<file path="config.mk">
export PLATFORM = sky130hd
export DESIGN_NAME = axi_read_channel
export DESIGN_NICKNAME = d
export VERILOG_FILES = /design/src/vram_pkg.sv /design/src/axi_read_channel.sv
export SDC_FILE = /design/constraint.sdc
export NUM_CORES = 1
export LEC_CHECK = 0
export BUFFER_PORTS_ARGS = -buffer_cell sky130_fd_sc_hd__buf_2
export CORE_UTILIZATION = 27
export CTS_CLUSTER_SIZE = 25
export DETAILED_ROUTE_END_ITERATION = 16
export HOLD_SLACK_MARGIN = 0.02
export PLACE_DENSITY = 0.77
export RECOVER_POWER = 100
export SLEW_MARGIN = 0
export SYNTH_ARGS = -nofsm -noshare
export SYNTH_HDL_FRONTEND = slang
export SYNTH_SLANG_ARGS = --single-unit
</file>
<file path="constraint.sdc">
create_clock -name S_AXI_ACLK -period 1.2 [get_ports S_AXI_ACLK]
set_input_delay 0.24 -clock S_AXI_ACLK [delete_from_list [all_inputs] [get_ports S_AXI_ACLK]]
set_output_delay 0.24 -clock S_AXI_ACLK [all_outputs]
set_load 0.03 [all_outputs]
</file>
<file path="src/vram_pkg.sv">
package vram_pkg;

  ////////////////////
  // bus geometry
  ////////////////////

  // data bus and memory word width
  localparam int data_width = 32;
  // one strobe bit per byte lane
  localparam int strb_width = data_width / 8;
  // lowest byte-address bit that selects a word
  localparam int addr_lsb = 2;

  ////////////////////
  // AXI response codes
  ////////////////////

  // only okay is ever returned by this slave
  typedef enum logic [1:0] {
    resp_okay   = 2'b00,
    resp_slverr = 2'b10
  } resp_t;

  ////////////////////
  // write response FSM
  ////////////////////

  // fixed three-cycle hold before BVALID is raised
  typedef enum logic [1:0] {
    wr_idle,
    wr_wait_1,
    wr_wait_2,
    wr_wait_3
  } wr_state_t;

  // word data plus byte strobes of one write beat
  typedef struct packed {
    logic [data_width-1:0] data;
    logic [strb_width-1:0] strb;
  } vram_wdata_t;

endpackage
</file>
<file path="src/axi_read_channel.sv">
`timescale 1ns/100ps

module axi_read_channel #(
  // byte address width of the AXI bus
  parameter int addr_width = 14,
  localparam int index_width = addr_width - vram_pkg::addr_lsb
)
(
  input  logic                              S_AXI_ACLK,
  input  logic                              S_AXI_ARESETN,
  // AR channel
  input  logic [addr_width-1:0]             araddr,
  input  logic                              arvalid,
  output logic                              arready,
  // R channel
  output logic                              rvalid,
  output vram_pkg::resp_t                   rresp,
  output logic [vram_pkg::data_width-1:0]   rdata,
  input  logic                              rready,
  // RAM read port
  output logic                              rd_en,
  output logic [index_width-1:0]            rd_index,
  input  logic [vram_pkg::data_width-1:0]   rd_word
);

  ////////////////////
  // internal signals
  ////////////////////

  // decision to raise ARREADY on the coming edge
  logic ar_accept;
  // latched word index of the accepted read
  logic [index_width-1:0] ar_index_q;

  ////////////////////
  // address channel
  ////////////////////

  // one read in flight and nothing new while data is pending
  assign ar_accept = arvalid && !arready && !rvalid;

  // single-cycle ARREADY pulse
  always_ff @(posedge S_AXI_ACLK)
  begin
    if (!S_AXI_ARESETN)
    begin
      arready <= 1'b0;
    end
    else
    begin
      arready <= ar_accept;
    end
  end

  // latch the word index together with ARREADY
  always_ff @(posedge S_AXI_ACLK)
  begin
    if (ar_accept)
    begin
      ar_index_q <= araddr[addr_width-1:vram_pkg::addr_lsb];
    end
  end

  ////////////////////
  // RAM request
  ////////////////////

  // AR transfer edge also reads the RAM
  assign rd_en    = arready && arvalid;
  assign rd_index = ar_index_q;

  ////////////////////
  // data channel
  ////////////////////

  // RVALID comes up with the RAM output register
  // and drops once the master takes the word
  always_ff @(posedge S_AXI_ACLK)
  begin
    if (!S_AXI_ARESETN)
    begin
      rvalid <= 1'b0;
    end
    else if (rd_en)
    begin
      rvalid <= 1'b1;
    end
    else if (rvalid && rready)
    begin
      rvalid <= 1'b0;
    end
  end

  // RAM output holds while rd_en is low so RDATA stays stable under a stall
  assign rdata = rd_word;
  assign rresp = vram_pkg::resp_okay;

endmodule

</file>
==> summary by stage, run 1 <==
Run status
The flow ran to the end, and the final reports show no timing, DRC or antenna violations.

Clocking
The clock reaches the later pin of the worst-skew pair after 270 ps. The buffer count from post-CTS setup fixing is 0. CTS built an H-tree with a depth of 1. The buffer cell driving the clock tree root is sky130_fd_sc_hd__clkbuf_4. The number of sinks driven by the clock tree is 14. The clock passes through at most 2 buffers. The number of clock buffers added by TritonCTS is 3. TritonCTS built the clock tree. The clock-pin slew on the worst setup and hold paths is ~80 ps.

Route
The via density per instance is 3.98. The count of unresolved DRC violations after routing is 0. For this block, the routed nets add up to 1010 µm of wire. Dividing the detail-routed wire length by the instance count gives roughly 12 µm. The violation count after the first detailed-route iteration is 9. The number of optimization iterations in the first detailed-route pass is 2.

The number of nets with antenna violations after detailed routing is 0. The via count is 342.

Timing
The setup TNS is 0 ps. Setup repair after global routing left no endpoint under its margin. The maximum clock skew at final layout is 8.97 ps. The setup violation total in the final timing report is 0. Timing would allow up to 0.853 GHz. The max-slew violation total from the final report is 0.

The hold violation total from the final report is 0. The final worst hold slack is 137 ps. The clock period minus final worst setup slack is between 1000 and 1500 ps. Of the available clock period, the critical path in the final layout requires between 90% and 100%.

Setup path
In this run the critical register-to-register path is launched from arready. The critical path is of the reg2reg type. The data arrival time of the critical path is 1160 ps. The setup check on the worst reg-to-reg path leaves a slack of 30 ps. The capture instance of the worst register-to-register path is rd_index[4]. The worst reg-to-reg path cell count is 2. The worst setup path is captured at a flop. For the worst setup path, the data required time is 1180 ps. The worst setup path is launched from a flop. The critical path starts at arready. The largest fanout on the critical path is 13. In this run the worst setup path terminates at rd_index[4].

Global route
The overflow left after global routing is 0. The maximum number of pins on one net before global-route repair is 14. Across every metal layer, demand over resource in global routing totals 7.50%. The initial antenna violation count came to 0. The wire length of the first global-routing pass is 1390 µm. The number of global-route vias before repair came to 319.

Final layout
In the final layout, the share of cells above drive strength 1 is 67.9%. From synthesis to final layout, the design area changed by -1.60%. 0 antenna diodes ended up in the layout. The count of nets after finishing is 107. The finished cells cover 692 µm².

The count of filler cells inserted in the layout is 275.

Synth
For this run, the number of Yosys warnings is 0. The share of the yosys chip area belonging to registers is 56.9%. Counting distinct cell types in the post-synthesis netlist gives 9. Summing the areas of all and, or, nand and nor instances in the mapped netlist gives 5.16% of the synthesized area. The average instance in the mapped netlist occupies around 13 µm². The share of synthesized area spent on multiplexers is 0%. The mapped netlist covers 703 µm².

The main combinational cell family by area after synthesis is buffers and inverters. The post-synthesis adder-cell area fraction is 0%. After technology mapping, the gate count stands at between 50 and 60.

After synthesis the netlist holds a flip-flop and latch count of 14. The xor and xnor area share after synthesis is 0%. The cell taking the most area after synthesis is sky130_fd_sc_hd__edfxtp_1. The share of the synthesized area in compound gates (AO/OA/AOI/OAI) is 1.07%. The area share of the leading cell type in the synthesized netlist is 51.2%. Yosys attributes the largest share of cell area to sky130_fd_sc_hd__edfxtp_1, sky130_fd_sc_hd__buf_4, sky130_fd_sc_hd__dfxtp_1.

Floorplan
The initial utilization of the core area, before any placement, comes to 28.4%. The vertical die dimension is 53.0 µm. The core region is around 2500 µm².

The overall die area is about 2800 µm². The initialized floorplan defines 18 standard-cell rows. From left edge to right edge, the die measures 53.0 µm. The count of pins on the block boundary is ~100.

Job
Max-cap violations in this run came to 0.

Power and ir drop
Net switching is about 25% of the power. Combinational cells account for around 16% of the total power. The net switching power figure is 243 µW. The worst IR drop on VDD is 411 µV. Per report_power, the sequential group accounts for between 50% and 60% of the total. The reported leakage power is approximately 0.00030 µW. The share of total power in the clock network is 26.7%. For this design the ratio of total power to cell area is between 1000 and 1500 nW/µm².

Internal power comes to 744 µW.

Worst hold path
In this run the worst hold path is classified as in2reg.

Place
Routability-driven placement finished with a final weighted congestion of 0.653. The total placed instance area is 671 µm². The count of buffers added on input and output ports is 30.
[flip-flops by register name, indices dropped and copies added (netlist names)]
| name | cells |
|---|---|
| arready | 1 |
| rvalid | 1 |
| rd_index | 12 |
[final cells by class]
type | count | area, µm² | area share [%]
multi-input cells | 7 | 46.3 | 6.69
well taps | 30 | 37.5 | 5.42
repair buffers | 31 | 176 | 25.5
flip-flops and latches | 14 | 405 | 58.6
clock buffers | 4 | 26.3 | 3.80
[layer usage]
metal | track usage (%) | part of all wire, % | wire, µm
met5 | 0 | 0 | 0
met4 | 11.0 | 3.5 | 35
met3 | 5.17 | 14 | 145
met2 | 9.49 | 50 | 509
met1 | 6.41 | 32 | 320
[repair_timing]
item / in CTS / in global routing
gates cloned: 0 / 0
hold buffers: 0 / 0
endpoints found under the setup margin: 1 / 1
resized for setup: 1 / 1
endpoints found under the hold margin: 0 / 0
[Yosys cell counts]
library cell	number
sky130_fd_sc_hd__buf_4	34
sky130_fd_sc_hd__edfxtp_1	12
sky130_fd_sc_hd__dfxtp_1	2
sky130_fd_sc_hd__and2_1	1
sky130_fd_sc_hd__and2_4	1
sky130_fd_sc_hd__conb_1	1
sky130_fd_sc_hd__nor2b_2	1
sky130_fd_sc_hd__nor3b_2	1
sky130_fd_sc_hd__o21a_1	1
[per-stage QoR]
stage,setup WS (ps),cells,total power (µW),utilization [%]
2_1_floorplan,2.61,55,879,-
3_3_place_gp,186,82,737,27.1
3_5_place_dp,181,82,740,27.1
4_1_cts,11.8,86,1010,28.2
5_1_grt,15.2,86,1040,27.9
6_report,28.0,86,987,27.9
[kinds of logic after synthesis]
family	Yosys count
AO/OA/AOI/OAI	1
buffers and inverters	34
flip-flops	14
other	1
AND/OR/NAND/NOR	4
[critical path, stage by stage, from the launching register on]
cell	delay (ps)
sky130_fd_sc_hd__dfxtp_4	350
sky130_fd_sc_hd__nor3b_1	350
sky130_fd_sc_hd__buf_12	190
[placed cells by master (no fill, tap or decap), drive strengths merged]
master	netlist	routed
edfxtp	12	12
conb	1	2
buf	34	17
nor2b	1	1
dfxtp	2	2
clkbuf	0	18
and2	2	2
nor3b	1	1
o21a	1	1
[how the worst min path moves through the flow]
stage / slack (ps) / startpoint / to / cells past startpoint
final: 140 / araddr[3] / rd_index[1] / 1
after floorplan: 340 / araddr[2] / rd_index[0] / 0
after global placement: 420 / araddr[7] / rd_index[5] / 1
after global routing: 110 / araddr[3] / rd_index[1] / 1
after detailed placement: 420 / araddr[4] / rd_index[2] / 1
after CTS: 120 / araddr[9] / rd_index[7] / 1
[power groups by stage]
stage | logic, µW | registers, µW | clock network (µW)
6_report | 153 | 571 | 263
3_5_place_dp | 157 | 583 | 0
4_1_cts | 157 | 572 | 279
2_1_floorplan | 235 | 644 | 0
3_3_place_gp | 155 | 582 | 0
5_1_grt | 162 | 574 | 303
No activity file was read; power rests on OpenSTA's default activity.
==> inputs of run 2 (changes only) <==
Settings changed: CORE_UTILIZATION 27 to 32, PLACE_DENSITY 0.77 to 0.85.
Clock period 1.2 ns to 1.4 ns, I/O delays scaled along.
==> summary by stage, run 2 (synthesis gave the netlist of run 1 again) <==
Run status
The run finished with clean final reports.

Power and ir drop
The power density over the cells came to 1230 nW/µm² (-14%). The worst IR drop on VDD is 367 µV (-11%). The overall power is 808 µW (-18%). The reported leakage power was 0.000256 µW (-15%).

Clocking
The cts-stage hold buffer count is 0 (unchanged). The number of buffers inserted during clock tree synthesis came to 3 (unchanged). The number of sinks driven by the clock tree is 14 (unchanged). The clock latency of the later-clocked register in the worst-skew pair is 260 ps (about the same).

TritonCTS built the clock tree. CTS placed an instance of sky130_fd_sc_hd__clkbuf_4 at the clock tree root. The count of instances resized after the clock tree is built is 0 (-1). The clock-pin slew on the worst setup and hold paths is 70 ps (about the same). The deepest clock path buffer count came to 2 (unchanged). The buffer count from post-CTS setup fixing is 0 (unchanged). The maximum level of the CTS H-tree is 1 (unchanged).

Setup path
The required time reported for the critical path endpoint is 1120 ps (-60 ps). The largest individual stage delay along the critical path comes from the cell sky130_fd_sc_hd__dfxtp_1. The number of cells on the critical path is 2 (unchanged). The signal on the critical path passes through and2_4 > clkbuf_2.

The largest fanout on the critical path is 3 (-10). The startpoint identified for the worst register-to-register timing path is rvalid. Tracing the worst setup path back leads to its startpoint at arready. STA classifies the critical path endpoint as an output port. The family with the most delay on the worst path is flip-flops.

The data arrival time of the critical path is 1010 ps (-150 ps). The worst setup path is launched from a flop. The critical path is of the reg2out type. The count of buffer and inverter cells on the critical path was 1 (unchanged). The worst reg-to-reg path cell count was 2 (unchanged).

The endpoint of the worst setup timing path is rd_en. The largest incremental delay on the critical path is 390 ps (+40 ps). The slack of the worst reg-to-reg path is 270 ps (+240 ps). The endpoint identified for the worst register-to-register timing path is rd_index[7].

Route
The via density per instance came to 4.06 (+2.1%). The via count is 337 (-1.5%). The violation count after the first detailed-route iteration is 0 (-9).

The number of nets with antenna violations after detailed routing is 0 (unchanged). The detailed-route wire length per cell is 11.9 µm (+1.5%). The number of optimization iterations in the first detailed-route pass is 1 (-1).

The count of unresolved DRC violations after routing came to 0 (unchanged). The post-detailed-routing wire length is 990 µm (-2.1%).

Worst hold path
The kind of path behind the tightest hold check is in2reg.

Final layout
The signed area change from the synthesized netlist to the final layout is -6.76%. The number of flip-flops under the largest register name is 12 (unchanged). The combined area of the multi-input logic cells is 57.6 µm² (+24%). The fraction of layout cells with a size suffix above 1 is 41.1% (-27 points). The library cell used most frequently in the layout, excluding fill and tap cells, is sky130_fd_sc_hd__buf_2. In the layout the commonest cells are sky130_fd_sc_hd__buf_2, sky130_fd_sc_hd__clkbuf_1, sky130_fd_sc_hd__edfxtp_1. The count of nets after finishing is 107 (unchanged).

The sequential standard cell area is 400 µm² (-1.2%). The count of filler cells inserted in the layout is 204 (-26%). The total inserted antenna cells was 0 (unchanged).

Global route
The initial antenna violation count is 0 (unchanged). The wire length of the first global-routing pass is 1320 µm (-5.0%). The maximum number of pins on one net before global-route repair is 14 (unchanged). The total global routing track utilization is 7.58% (+0.088 points).

The overflow left after global routing is 0 (unchanged). The number of global-route vias before repair is 292 (-8.5%).

Job
The number of max-cap violations is 0 (unchanged).

Timing
The setup TNS is 0 ps (unchanged). The maximum clock skew at final layout is 0.189 ps (-8.79 ps). The hold violation total from the final report was 0 (unchanged). The setup violation total in the final timing report was 0 (unchanged). The final worst hold slack was 192 ps (+54.9 ps). The worst-case setup margin in the final layout is 107 ps (+78.8 ps).

Subtracting the final worst setup slack from the clock period gives ~1300 ps. Based on the critical path, the design can be clocked at up to 0.773 GHz. The worst path uses approximately 92% of the clock period.

The max-slew violation total from the final report is 0 (unchanged). Setup repair after global routing left no endpoint under its margin.

Floorplan
The count of pins on the block boundary is 99 (unchanged). The initial core utilization is 34.8% (+6.4 points). The site row count is 16 (-2). The standard cell core area is 2020 µm² (-18%). The die extent in x was 48.9 µm (-7.8%). The vertical die dimension is 48.9 µm (-7.8%). The overall die area is 2390 µm² (-15%).

Place
The count of buffers from port buffering came to 30 (unchanged). The final weighted congestion in routability-driven placement is 0.668 (+2.4%). The setup slack at placement is 339 ps (+158 ps).
## run 2: per-stage QoR
stage | utilization [%] | instance area [µm²] | instances
after global placement | 32.1 | 649 | 79
after CTS | 33.4 | 676 | 83
after floorplan | - | 713 | 55
after detailed placement | 32.1 | 649 | 79
final | 32.4 | 656 | 83
after global routing | 32.4 | 656 | 83
## run 2: report_power, final
part           leakage, µW  internal (µW)  switching [µW]
Sequential        0.000132            483            8.34
Combinational     0.000109           32.8            83.3
Clock            0.0000154            103            97.8
## run 2: per-layer routing
metal,track usage (%),wire [µm],part of all wire (%),vias to the layer above
li1,-,-,-,146
met1,5.56,309,31,129
met2,12.5,416,42,52
met3,5.61,231,23,10
met4,6.86,32,3.2,0
met5,0,0,0,-
## run 2: area by class of cell
class / instances / area share [%]
repair buffers: 31 / 21.0
well taps: 27 / 5.15
flip-flops and latches: 14 / 61.1
clock inverters: 1 / 0.573
multi-input cells: 7 / 8.78
clock buffers: 3 / 3.44
## run 2: worst min path at each step
stage / from / endpoint / slack [ps] / depth (start not counted)
after detailed placement: araddr[9] / rd_index[7] / 460 / 1
after global routing: araddr[4] / rd_index[2] / 180 / 1
after floorplan: araddr[2] / rd_index[0] / 380 / 0
final: araddr[4] / rd_index[2] / 190 / 1
after global placement: araddr[6] / rd_index[4] / 460 / 1
after CTS: araddr[12] / rd_index[10] / 180 / 1
