$ cat config.mk
export PLATFORM = sky130hd
export DESIGN_NAME = axi_write_channel
export DESIGN_NICKNAME = d
export VERILOG_FILES = /design/src/vram_pkg.sv /design/src/axi_write_channel.sv
export SDC_FILE = /design/constraint.sdc
export NUM_CORES = 1
export LEC_CHECK = 0
export ABC_AREA = 1
export BUFFER_PORTS_ARGS = -buffer_cell sky130_fd_sc_hd__buf_2
export CORE_UTILIZATION = 32
export CTS_CLUSTER_DIAMETER = 150
export DETAILED_ROUTE_END_ITERATION = 12
export GPL_TIMING_DRIVEN = 0
export PLACE_DENSITY_LB_ADDON = 0.05
export SKIP_CTS_REPAIR_TIMING = 1
export SLEW_MARGIN = 25
export SYNTH_ARGS = -nofsm -noshare
export SYNTH_HDL_FRONTEND = slang
export SYNTH_SLANG_ARGS = --single-unit
$ cat constraint.sdc
create_clock -name S_AXI_ACLK -period 1.15 [get_ports S_AXI_ACLK]
set_input_delay 0.115 -clock S_AXI_ACLK [delete_from_list [all_inputs] [get_ports S_AXI_ACLK]]
set_output_delay 0.115 -clock S_AXI_ACLK [all_outputs]
set_load 0.01 [all_outputs]
$ cat src/vram_pkg.sv
package vram_pkg;

  ////////////////////
  // bus geometry
  ////////////////////

  // data bus and memory word width
  localparam int data_width = 32;
  // one strobe bit per byte lane
  localparam int strb_width = data_width / 8;
  // lowest byte-address bit that selects a word
  localparam int addr_lsb = 2;

  ////////////////////
  // AXI response codes
  ////////////////////

  // only okay is ever returned by this slave
  typedef enum logic [1:0] {
    resp_okay   = 2'b00,
    resp_slverr = 2'b10
  } resp_t;

  ////////////////////
  // write response FSM
  ////////////////////

  // fixed three-cycle hold before BVALID is raised
  typedef enum logic [1:0] {
    wr_idle,
    wr_wait_1,
    wr_wait_2,
    wr_wait_3
  } wr_state_t;

  // word data plus byte strobes of one write beat
  typedef struct packed {
    logic [data_width-1:0] data;
    logic [strb_width-1:0] strb;
  } vram_wdata_t;

endpackage
$ cat src/axi_write_channel.sv
`timescale 1ns/100ps

module axi_write_channel #(
  // byte address width of the AXI bus
  parameter int addr_width = 14,
  localparam int index_width = addr_width - vram_pkg::addr_lsb
)
(
  input  logic                     S_AXI_ACLK,
  input  logic                     S_AXI_ARESETN,
  // AW channel
  input  logic [addr_width-1:0]    awaddr,
  input  logic                     awvalid,
  output logic                     awready,
  // W channel with data and strobes packed
  input  logic                     wvalid,
  input  vram_pkg::vram_wdata_t    wpayload,
  output logic                     wready,
  // B channel
  output logic                     bvalid,
  output vram_pkg::resp_t          bresp,
  input  logic                     bready,
  // RAM write port
  output logic                     wr_en,
  output logic [index_width-1:0]   wr_index,
  output vram_pkg::vram_wdata_t    wr_payload
);

  ////////////////////
  // internal signals
  ////////////////////

  // high from acceptance until the B transfer completes
  logic aw_busy;
  // shared ready pulse for AW and W
  logic accept_q;
  // decision to accept on the coming edge
  logic aw_accept;
  // AW and W transfers both happen this cycle
  logic wr_fire;
  // B transfer happens this cycle
  logic b_done;
  // latched word index of the accepted write
  logic [index_width-1:0] aw_index_q;

  vram_pkg::wr_state_t wr_state;
  vram_pkg::wr_state_t wr_state_next;

  ////////////////////
  // handshake decode
  ////////////////////

  // both address and data must be present with at most one write outstanding
  assign aw_accept = awvalid && wvalid && !aw_busy;
  assign wr_fire   = accept_q && awvalid && wvalid;
  assign b_done    = bvalid && bready;

  // AW and W are always taken together
  assign awready = accept_q;
  assign wready  = accept_q;

  // ready pulse lasts one cycle as aw_busy blocks the next one
  always_ff @(posedge S_AXI_ACLK)
  begin
    if (!S_AXI_ARESETN)
    begin
      accept_q <= 1'b0;
    end
    else
    begin
      accept_q <= aw_accept;
    end
  end

  // outstanding write flag
  // cleared only once the master has taken the response
  always_ff @(posedge S_AXI_ACLK)
  begin
    if (!S_AXI_ARESETN)
    begin
      aw_busy <= 1'b0;
    end
    else if (aw_accept)
    begin
      aw_busy <= 1'b1;
    end
    else if (b_done)
    begin
      aw_busy <= 1'b0;
    end
  end

  // address latch keeping the word index bits only
  always_ff @(posedge S_AXI_ACLK)
  begin
    if (aw_accept)
    begin
      aw_index_q <= awaddr[addr_width-1:vram_pkg::addr_lsb];
    end
  end

  ////////////////////
  // RAM write port
  ////////////////////

  // RAM is written on the edge that ends the accept cycle
  // payload is taken straight off the bus since it is stable while valid
  assign wr_en      = wr_fire;
  assign wr_index   = aw_index_q;
  assign wr_payload = wpayload;

  ////////////////////
  // response delay FSM
  ////////////////////

  always_ff @(posedge S_AXI_ACLK)
  begin
    if (!S_AXI_ARESETN)
    begin
      wr_state <= vram_pkg::wr_idle;
    end
    else
    begin
      wr_state <= wr_state_next;
    end
  end

  // idle then three wait states then back to idle
  always_comb
  begin
    wr_state_next = wr_state;
    case (wr_state)
      vram_pkg::wr_idle:
      begin
        if (wr_fire)
        begin
          wr_state_next = vram_pkg::wr_wait_1;
        end
      end
      vram_pkg::wr_wait_1: wr_state_next = vram_pkg::wr_wait_2;
      vram_pkg::wr_wait_2: wr_state_next = vram_pkg::wr_wait_3;
      vram_pkg::wr_wait_3: wr_state_next = vram_pkg::wr_idle;
      default:             wr_state_next = vram_pkg::wr_idle;
    endcase
  end

  // BVALID goes up as wait_3 ends four cycles after accept
  // then holds until BREADY
  always_ff @(posedge S_AXI_ACLK)
  begin
    if (!S_AXI_ARESETN)
    begin
      bvalid <= 1'b0;
    end
    else if (wr_state == vram_pkg::wr_wait_3)
    begin
      bvalid <= 1'b1;
    end
    else if (b_done)
    begin
      bvalid <= 1'b0;
    end
  end

  // every write completes normally
  assign bresp = vram_pkg::resp_okay;

endmodule

==> results of run 1 <==
[registers in the layout, indices dropped and copies added, names as in the netlist]
register / cells
aw_busy: 1
awready: 1
bvalid: 1
wr_index: 12
wr_state: 2
[layer usage]
metal,routed length (um),global-route usage,share of wire
met5,0,0,0
met4,14,0.0321,0.0078
met3,244,0.0422,0.14
met2,899,0.167,0.50
met1,628,0.0973,0.35
[per-stage QoR]
step	hold WS (ns)	worst slack [ns]	instances	power [mW]	TNS, ns
floorplan	0.214	0.0784	84	1.10	0
global placement	0.293	-0.0442	182	1.24	-0.528
detailed placement	0.299	-0.0795	182	1.26	-0.951
CTS	-0.00983	-0.0912	186	1.57	-1.09
global route	-0.00575	0.000989	198	1.68	0
finish	0.0116	0.0476	198	1.59	0
[cell usage in the layout (no fill, tap or decap)]
cell and count:
or2_1 1, dlygate4sd3_1 10, buf_4 40, clkinvlp_4 2
dfxtp_1 1, a21oi_1 3, ha_1 4, clkbuf_4 3
dfxtp_2 4, clkinv_2 1, inv_1 3, conb_1 2
nor2_1 4, nand3_1 3, edfxtp_1 12, nand3b_1 1
nand2_1 3, buf_2 68, inv_2 1, nand3_2 1
o21ai_0 1
[worst register-to-register path, cell delays in order (launching register included)]
cell and delay, ns:
dfxtp_2 0.33, nand3b_1 0.27, clkinvlp_4 0.21
[path summary, 6_finish.rpt]
path | startpoint | endpoint | cells past startpoint
worst max register to register | aw_busy | wr_index[7] | 2
worst min register to register | aw_busy | aw_busy | 2
worst max-delay path | aw_busy | wr_index[7] | 2
worst min-delay path | awaddr[8] | wr_index[6] | 1
[layout make-up]
class | instances | area, um^2
Multi-Input combinational cell | 23 | 143
Sequential cell | 17 | 465
Fill cell | 225 | 1150
Timing Repair inverter | 1 | 7.51
Clock buffer | 3 | 22.5
Clock inverter | 1 | 5.00
Tap cell | 30 | 37.5
Buffer | 39 | 293
Inverter | 5 | 22.5
Timing Repair Buffer | 79 | 448
[power by group through the flow]
stage,Combinational [mW],Clock (mW),Sequential [mW]
floorplan,0.329,0,0.773
global placement,0.476,0,0.765
detailed placement,0.490,0,0.765
CTS,0.491,0.326,0.752
global route,0.578,0.338,0.768
finish,0.523,0.302,0.762
[cell families (layout without fill, tap and decap cells)]
group | after synthesis | count (layout)
compound gates | 4 | 4
buf+inv | 44 | 128
flops | 17 | 17
fa+ha+maj | 4 | 4
simple gates | 13 | 13
other cells | 1 | 2
==> reports/qor.csv, run 1 <==
stage;metric;value;unit
logic_synthesis;synth-compound-area-share;0.0220;
min_path;worstHoldPathType;input pin to register;
setup_path;cp.arrival;1.10;ns
setup_path;timing.reg2reg.setup_slack;0.05;ns
setup_path;path_class;register to register;
drt;vias;773;
logic_synthesis;synth_top_family_by_area;buffers and inverters;
logic_synthesis;synth_top_area_frac;0.396;
clock_network;numCtsBuffers;3;
die;start_util;0.352;
pwr;power_switching;445;uW
setup_path;critPathMaxFanout;6;
drt;wl;1790;um
clock_network;clock_sinks;17;
placement;gp_congestion;0.671;
run_status;status;finished, final reports clean;
drt;ant_nets;0;
grt;track_usage;0.0940;
logic_synthesis;synth_ff_type;edfxtp_1;
die;rows;18;
run;cap_violations;0;
logic_synthesis;yosys.area_share.adder;0.0549;
logic_synthesis;ys_seq_elements;17;
die;die_y;55.4;um
sta;finalSetupViolations;0;
die;dieWidth;55.4;um
placement;io_buffers;68;
pwr;sw_frac_of_total;0.281;
logic_synthesis;postSynthCellCount;83;
drt;drt_iter0_markers;12;
pwr;p_leak;0.771;nW
logic_synthesis;syn-cell-area;911;um^2
pwr;seq_power_share;0.480;
pwr;p_per_area;1100;nW/um^2
drt;viasPerCell;3.90;
setup_path;cp_top_family;flip-flops;
logic_synthesis;yosys_warnings;0;
drt;wl_per_cell;9.02;um
placement;place_hpwl;1440;um
logic_synthesis;yosysSeqAreaShare;0.505;
logic_synthesis;synth_mux_area_frac;0;
sta;period_share;0.959;
clock_network;clk_pin_slew_worst_paths;0.09;ns
clock_network;cts_buffer_depth;2;
setup_path;end_kind;register;
sta;finalMaxSlewViolations;0;
pwr;p_int;1.14;mW
sta;final_hold_viol_count;0;
layout;final_util;0.557;
layout;n_antenna_cell;0;
sta;fin_crit;1.10;ns
pwr;peakVddDrop;0.000917;V
clock_network;htreeDepth;1;
die;ios;109;
layout;fin_nets;228;
clock_network;clock_insertion_delay_worst_skew;0.28;ns
layout;syn2layout_area_growth;58.5;%
die;core_region_area;2590;um^2
logic_synthesis;synth_xor_area_frac;0;
logic_synthesis;ys_top_cells_by_area;edfxtp_1 40%, buf_4 32%, dfxtp_1 11%;
placement;postPlaceCellArea;1290;um^2
setup_path;startpoint_type;register;
logic_synthesis;netlist_top_cells_count;39 x buf_4, 12 x edfxtp_1, 5 x dfxtp_1, 5 x inv_1;
setup_path;cpPeakStageDelay;0.33;ns
setup_path;crit_buf_inv;1;
logic_synthesis;ys_async_sr_fraction;0;
grt;grt_pass1_vias;563;
clock_network;cts_root_buffer;clkbuf_4;
logic_synthesis;yosys.area_share.simple;0.0714;
logic_synthesis;yosysUniqueCellTypes;14;
grt;grt_pass1_wl;2300;um
grt;overflow;0;
sta;rsz0062_at_grt;true;
sta;skew;0.00356;ns
logic_synthesis;synth_most_common_cell;buf_4;
pwr;share_comb_of_total_power;0.330;
logic_synthesis;synth-edff-count;12;
layout;finalInstanceArea;1440;um^2
setup_path;cp_cell_sequence;nand3b_1, clkinvlp_4;
grt;grt_max_degree;13;
pwr;clockPowerShare;0.190;
clock_network;cts_tree;done;
grt;antenna_found_initial;0;
setup_path;cpMaxStageDelayCell;dfxtp_2;
sta;fmax;0.907;GHz
layout;drive_gt1_frac;0.714;
logic_synthesis;syn_area_per_cell;11.0;um^2
logic_synthesis;synth_top_cell_by_area;edfxtp_1;
drt;drt-pass1-iter-count;3;
drt;drc_errors;0;
setup_path;worst_ep_required_time;1.15;ns
die;die-area;3060;um^2
Note: power is estimated with default switching activity, not from simulation.
==> inputs of run 2 (changes only) <==
--- a/config.mk
+++ b/config.mk
@@ -12,7 +12,7 @@
 export DETAILED_ROUTE_END_ITERATION = 12
 export GPL_TIMING_DRIVEN = 0
 export PLACE_DENSITY_LB_ADDON = 0.05
-export SKIP_CTS_REPAIR_TIMING = 1
+export REMOVE_ABC_BUFFERS = 1
 export SLEW_MARGIN = 25
 export SYNTH_ARGS = -nofsm -noshare
 export SYNTH_HDL_FRONTEND = slang
==> run 2 against run 1 <==
Against the previous run:
- final area down 30%
- sequential power is essentially flat
- critical path depth up 1
- sequential cell count is the same
- via count decreased by 24%
- count of clock-buffer cells in the layout did not move
- critical endpoint is now wr_index[1]
- highest routed layer unchanged
==> reports/qor.csv, run 2 (synthesized netlist as in run 1, its figures left out) <==
stage;metric;value;unit
layout;multi_input_area;150;um^2
drt;ant_nets;0;
die;rows;18;
min_path;worstHoldEndpoint;wr_state[0];
clock_network;cts_tree;done;
layout;fin_nets;155;
setup_path;cpPeakStageDelay;0.32;ns
drt;vias;588;
placement;gp_congestion;0.746;
layout;ff_latch_area;464;um^2
placement;postPlaceCellArea;820;um^2
clock_network;clk_pin_slew_worst_paths;0.10;ns
min_path;worstHoldPathType;input pin to register;
setup_path;timing.reg2reg.setup_slack;0.07;ns
die;core_region_area;2590;um^2
min_path;min-delay-start;S_AXI_ARESETN;
layout;syn2layout_area_growth;10.9;%
placement;io_buffers;32;
sta;finalSetupViolations;0;
die;die-area;3060;um^2
setup_path;end_kind;register;
setup_path;startpoint_type;register;
setup_path;cp.arrival;1.09;ns
grt;grt_pass1_vias;570;
die;ios;109;
grt;grt_pass1_wl;4310;um
clock_network;htreeDepth;1;
sta;skew;0.00675;ns
grt;overflow;0;
placement;place_hpwl;2750;um
setup_path;worst_r2r_endpoint;wr_index[1];
grt;antenna_found_initial;0;
clock_network;cts_root_buffer;clkbuf_4;
sta;fin_crit;1.08;ns
pwr;p_leak;0.458;nW
die;die_y;55.4;um
setup_path;worst_ep_required_time;1.16;ns
clock_network;clock_insertion_delay_worst_skew;0.28;ns
layout;finalInstanceArea;1010;um^2
pwr;peakVddDrop;0.000795;V
drt;wl_per_cell;25.7;um
clock_network;clock_sinks;17;
pwr;p_total;1.42;mW
sta;finalMaxSlewViolations;0;
die;dieWidth;55.4;um
setup_path;critPathMaxFanout;12;
sta;period_share;0.941;
min_path;whs_path_depth;3;
drt;drt_iter0_markers;16;
drt;wl;3210;um
layout;final_util;0.390;
grt;track_usage;0.214;
run;cap_violations;0;
setup_path;path_class;register to register;
layout;nFillCells;249;
sta;layout_setup_ws;0.0677;ns
run_status;status;finished, final reports clean;
clock_network;numCtsBuffers;3;
layout;drive_gt1_frac;0.463;
grt;grt_max_degree;13;
clock_network;cts_buffer_depth;2;
drt;drt-pass1-iter-count;2;
sta;tns;0;ns
setup_path;cp_cell_sequence;nand3b_1, clkinvlp_4, buf_12;
setup_path;cpMaxStageDelayCell;dfxtp_1;
pwr;p_per_area;1400;nW/um^2
layout;n_antenna_cell;0;
setup_path;reg2reg_depth;3;
die;start_util;0.352;
drt;drc_errors;0;
setup_path;rr_startpoint;aw_busy;
layout;layout_commonest_cell;buf_2;
sta;fmax;0.924;GHz
layout;final_cell_mix;32 x buf_2, 12 x dlygate4sd3_1, 12 x edfxtp_1;
layout;largest_reg_flops;12;
placement;preCtsSetupSlack;-0.0804;ns
drt;viasPerCell;4.70;
sta;final_hold_viol_count;0;
## run 2: cell types whose count changed in the layout (fill, tap and decap cells not counted)
cell           delta
dlygate4sd3_1     +2
dfxtp_2           -1
buf_4            -39
buf_2            -36
dfxtp_1           +1
clkinvlp_4        -1
nand3_2           -1
nand3_4           +1
buf_12            +1
## run 2: worst max path at each step
stage | from | end | slack, ns | cells after the start
final | aw_busy | wr_index[1] | 0.07 | 3
after global routing | wr_state[1] | wr_state[0] | -0.00006 | 5
after CTS | awready | wr_en | 0.02 | 3
after detailed placement | aw_busy | wr_index[4] | -0.08 | 2
after global placement | aw_busy | wr_index[4] | -0.09 | 2
after floorplan | aw_busy | wr_index[0] | 0.08 | 2
## run 2: timing repair
action | in CTS | in global routing
hold endpoints to repair | 12 | 0
gates resized for setup | 1 | 5
setup buffers | 1 | 1
endpoints found under the setup margin | 12 | 2
pin swaps | 0 | 0
hold buffers | 12 | 0
## run 2: report_power, final
| group | switching [mW] | internal, mW |
|---|---|---|
| Combinational | 0.174 | 0.171 |
| Clock | 0.180 | 0.129 |
| Sequential | 0.0340 | 0.726 |
## run 2: worst max-delay path: cells and delay by family, from the launching register on
kind,cells,cell delay (ns)
simple gates,1,0.22
buf+inv,2,0.25
flops,1,0.32
## run 2: layer usage
metal  up-vias  share of wire  GRT usage
met5         -              0     0.0714
met4         0          0.026     0.0714
met3         6           0.31      0.340
met2        81           0.46      0.325
met1       250           0.21      0.111
li1        251              -          -
## run 2: per-stage QoR
step                hold slack, ns  std cells
floorplan                    0.214         45
global placement             0.230        107
detailed placement           0.230        107
CTS                         0.0820        124
global route                0.0687        125
finish                      0.0878        125
## run 2: layout make-up
type | count | share of cell area
Clock buffer | 3 | 0.0223
Clock inverter | 1 | 0.00496
Inverter | 5 | 0.0223
Multi-Input combinational cell | 23 | 0.149
Sequential cell | 17 | 0.460
Tap cell | 30 | 0.0372
Timing Repair Buffer | 46 | 0.305
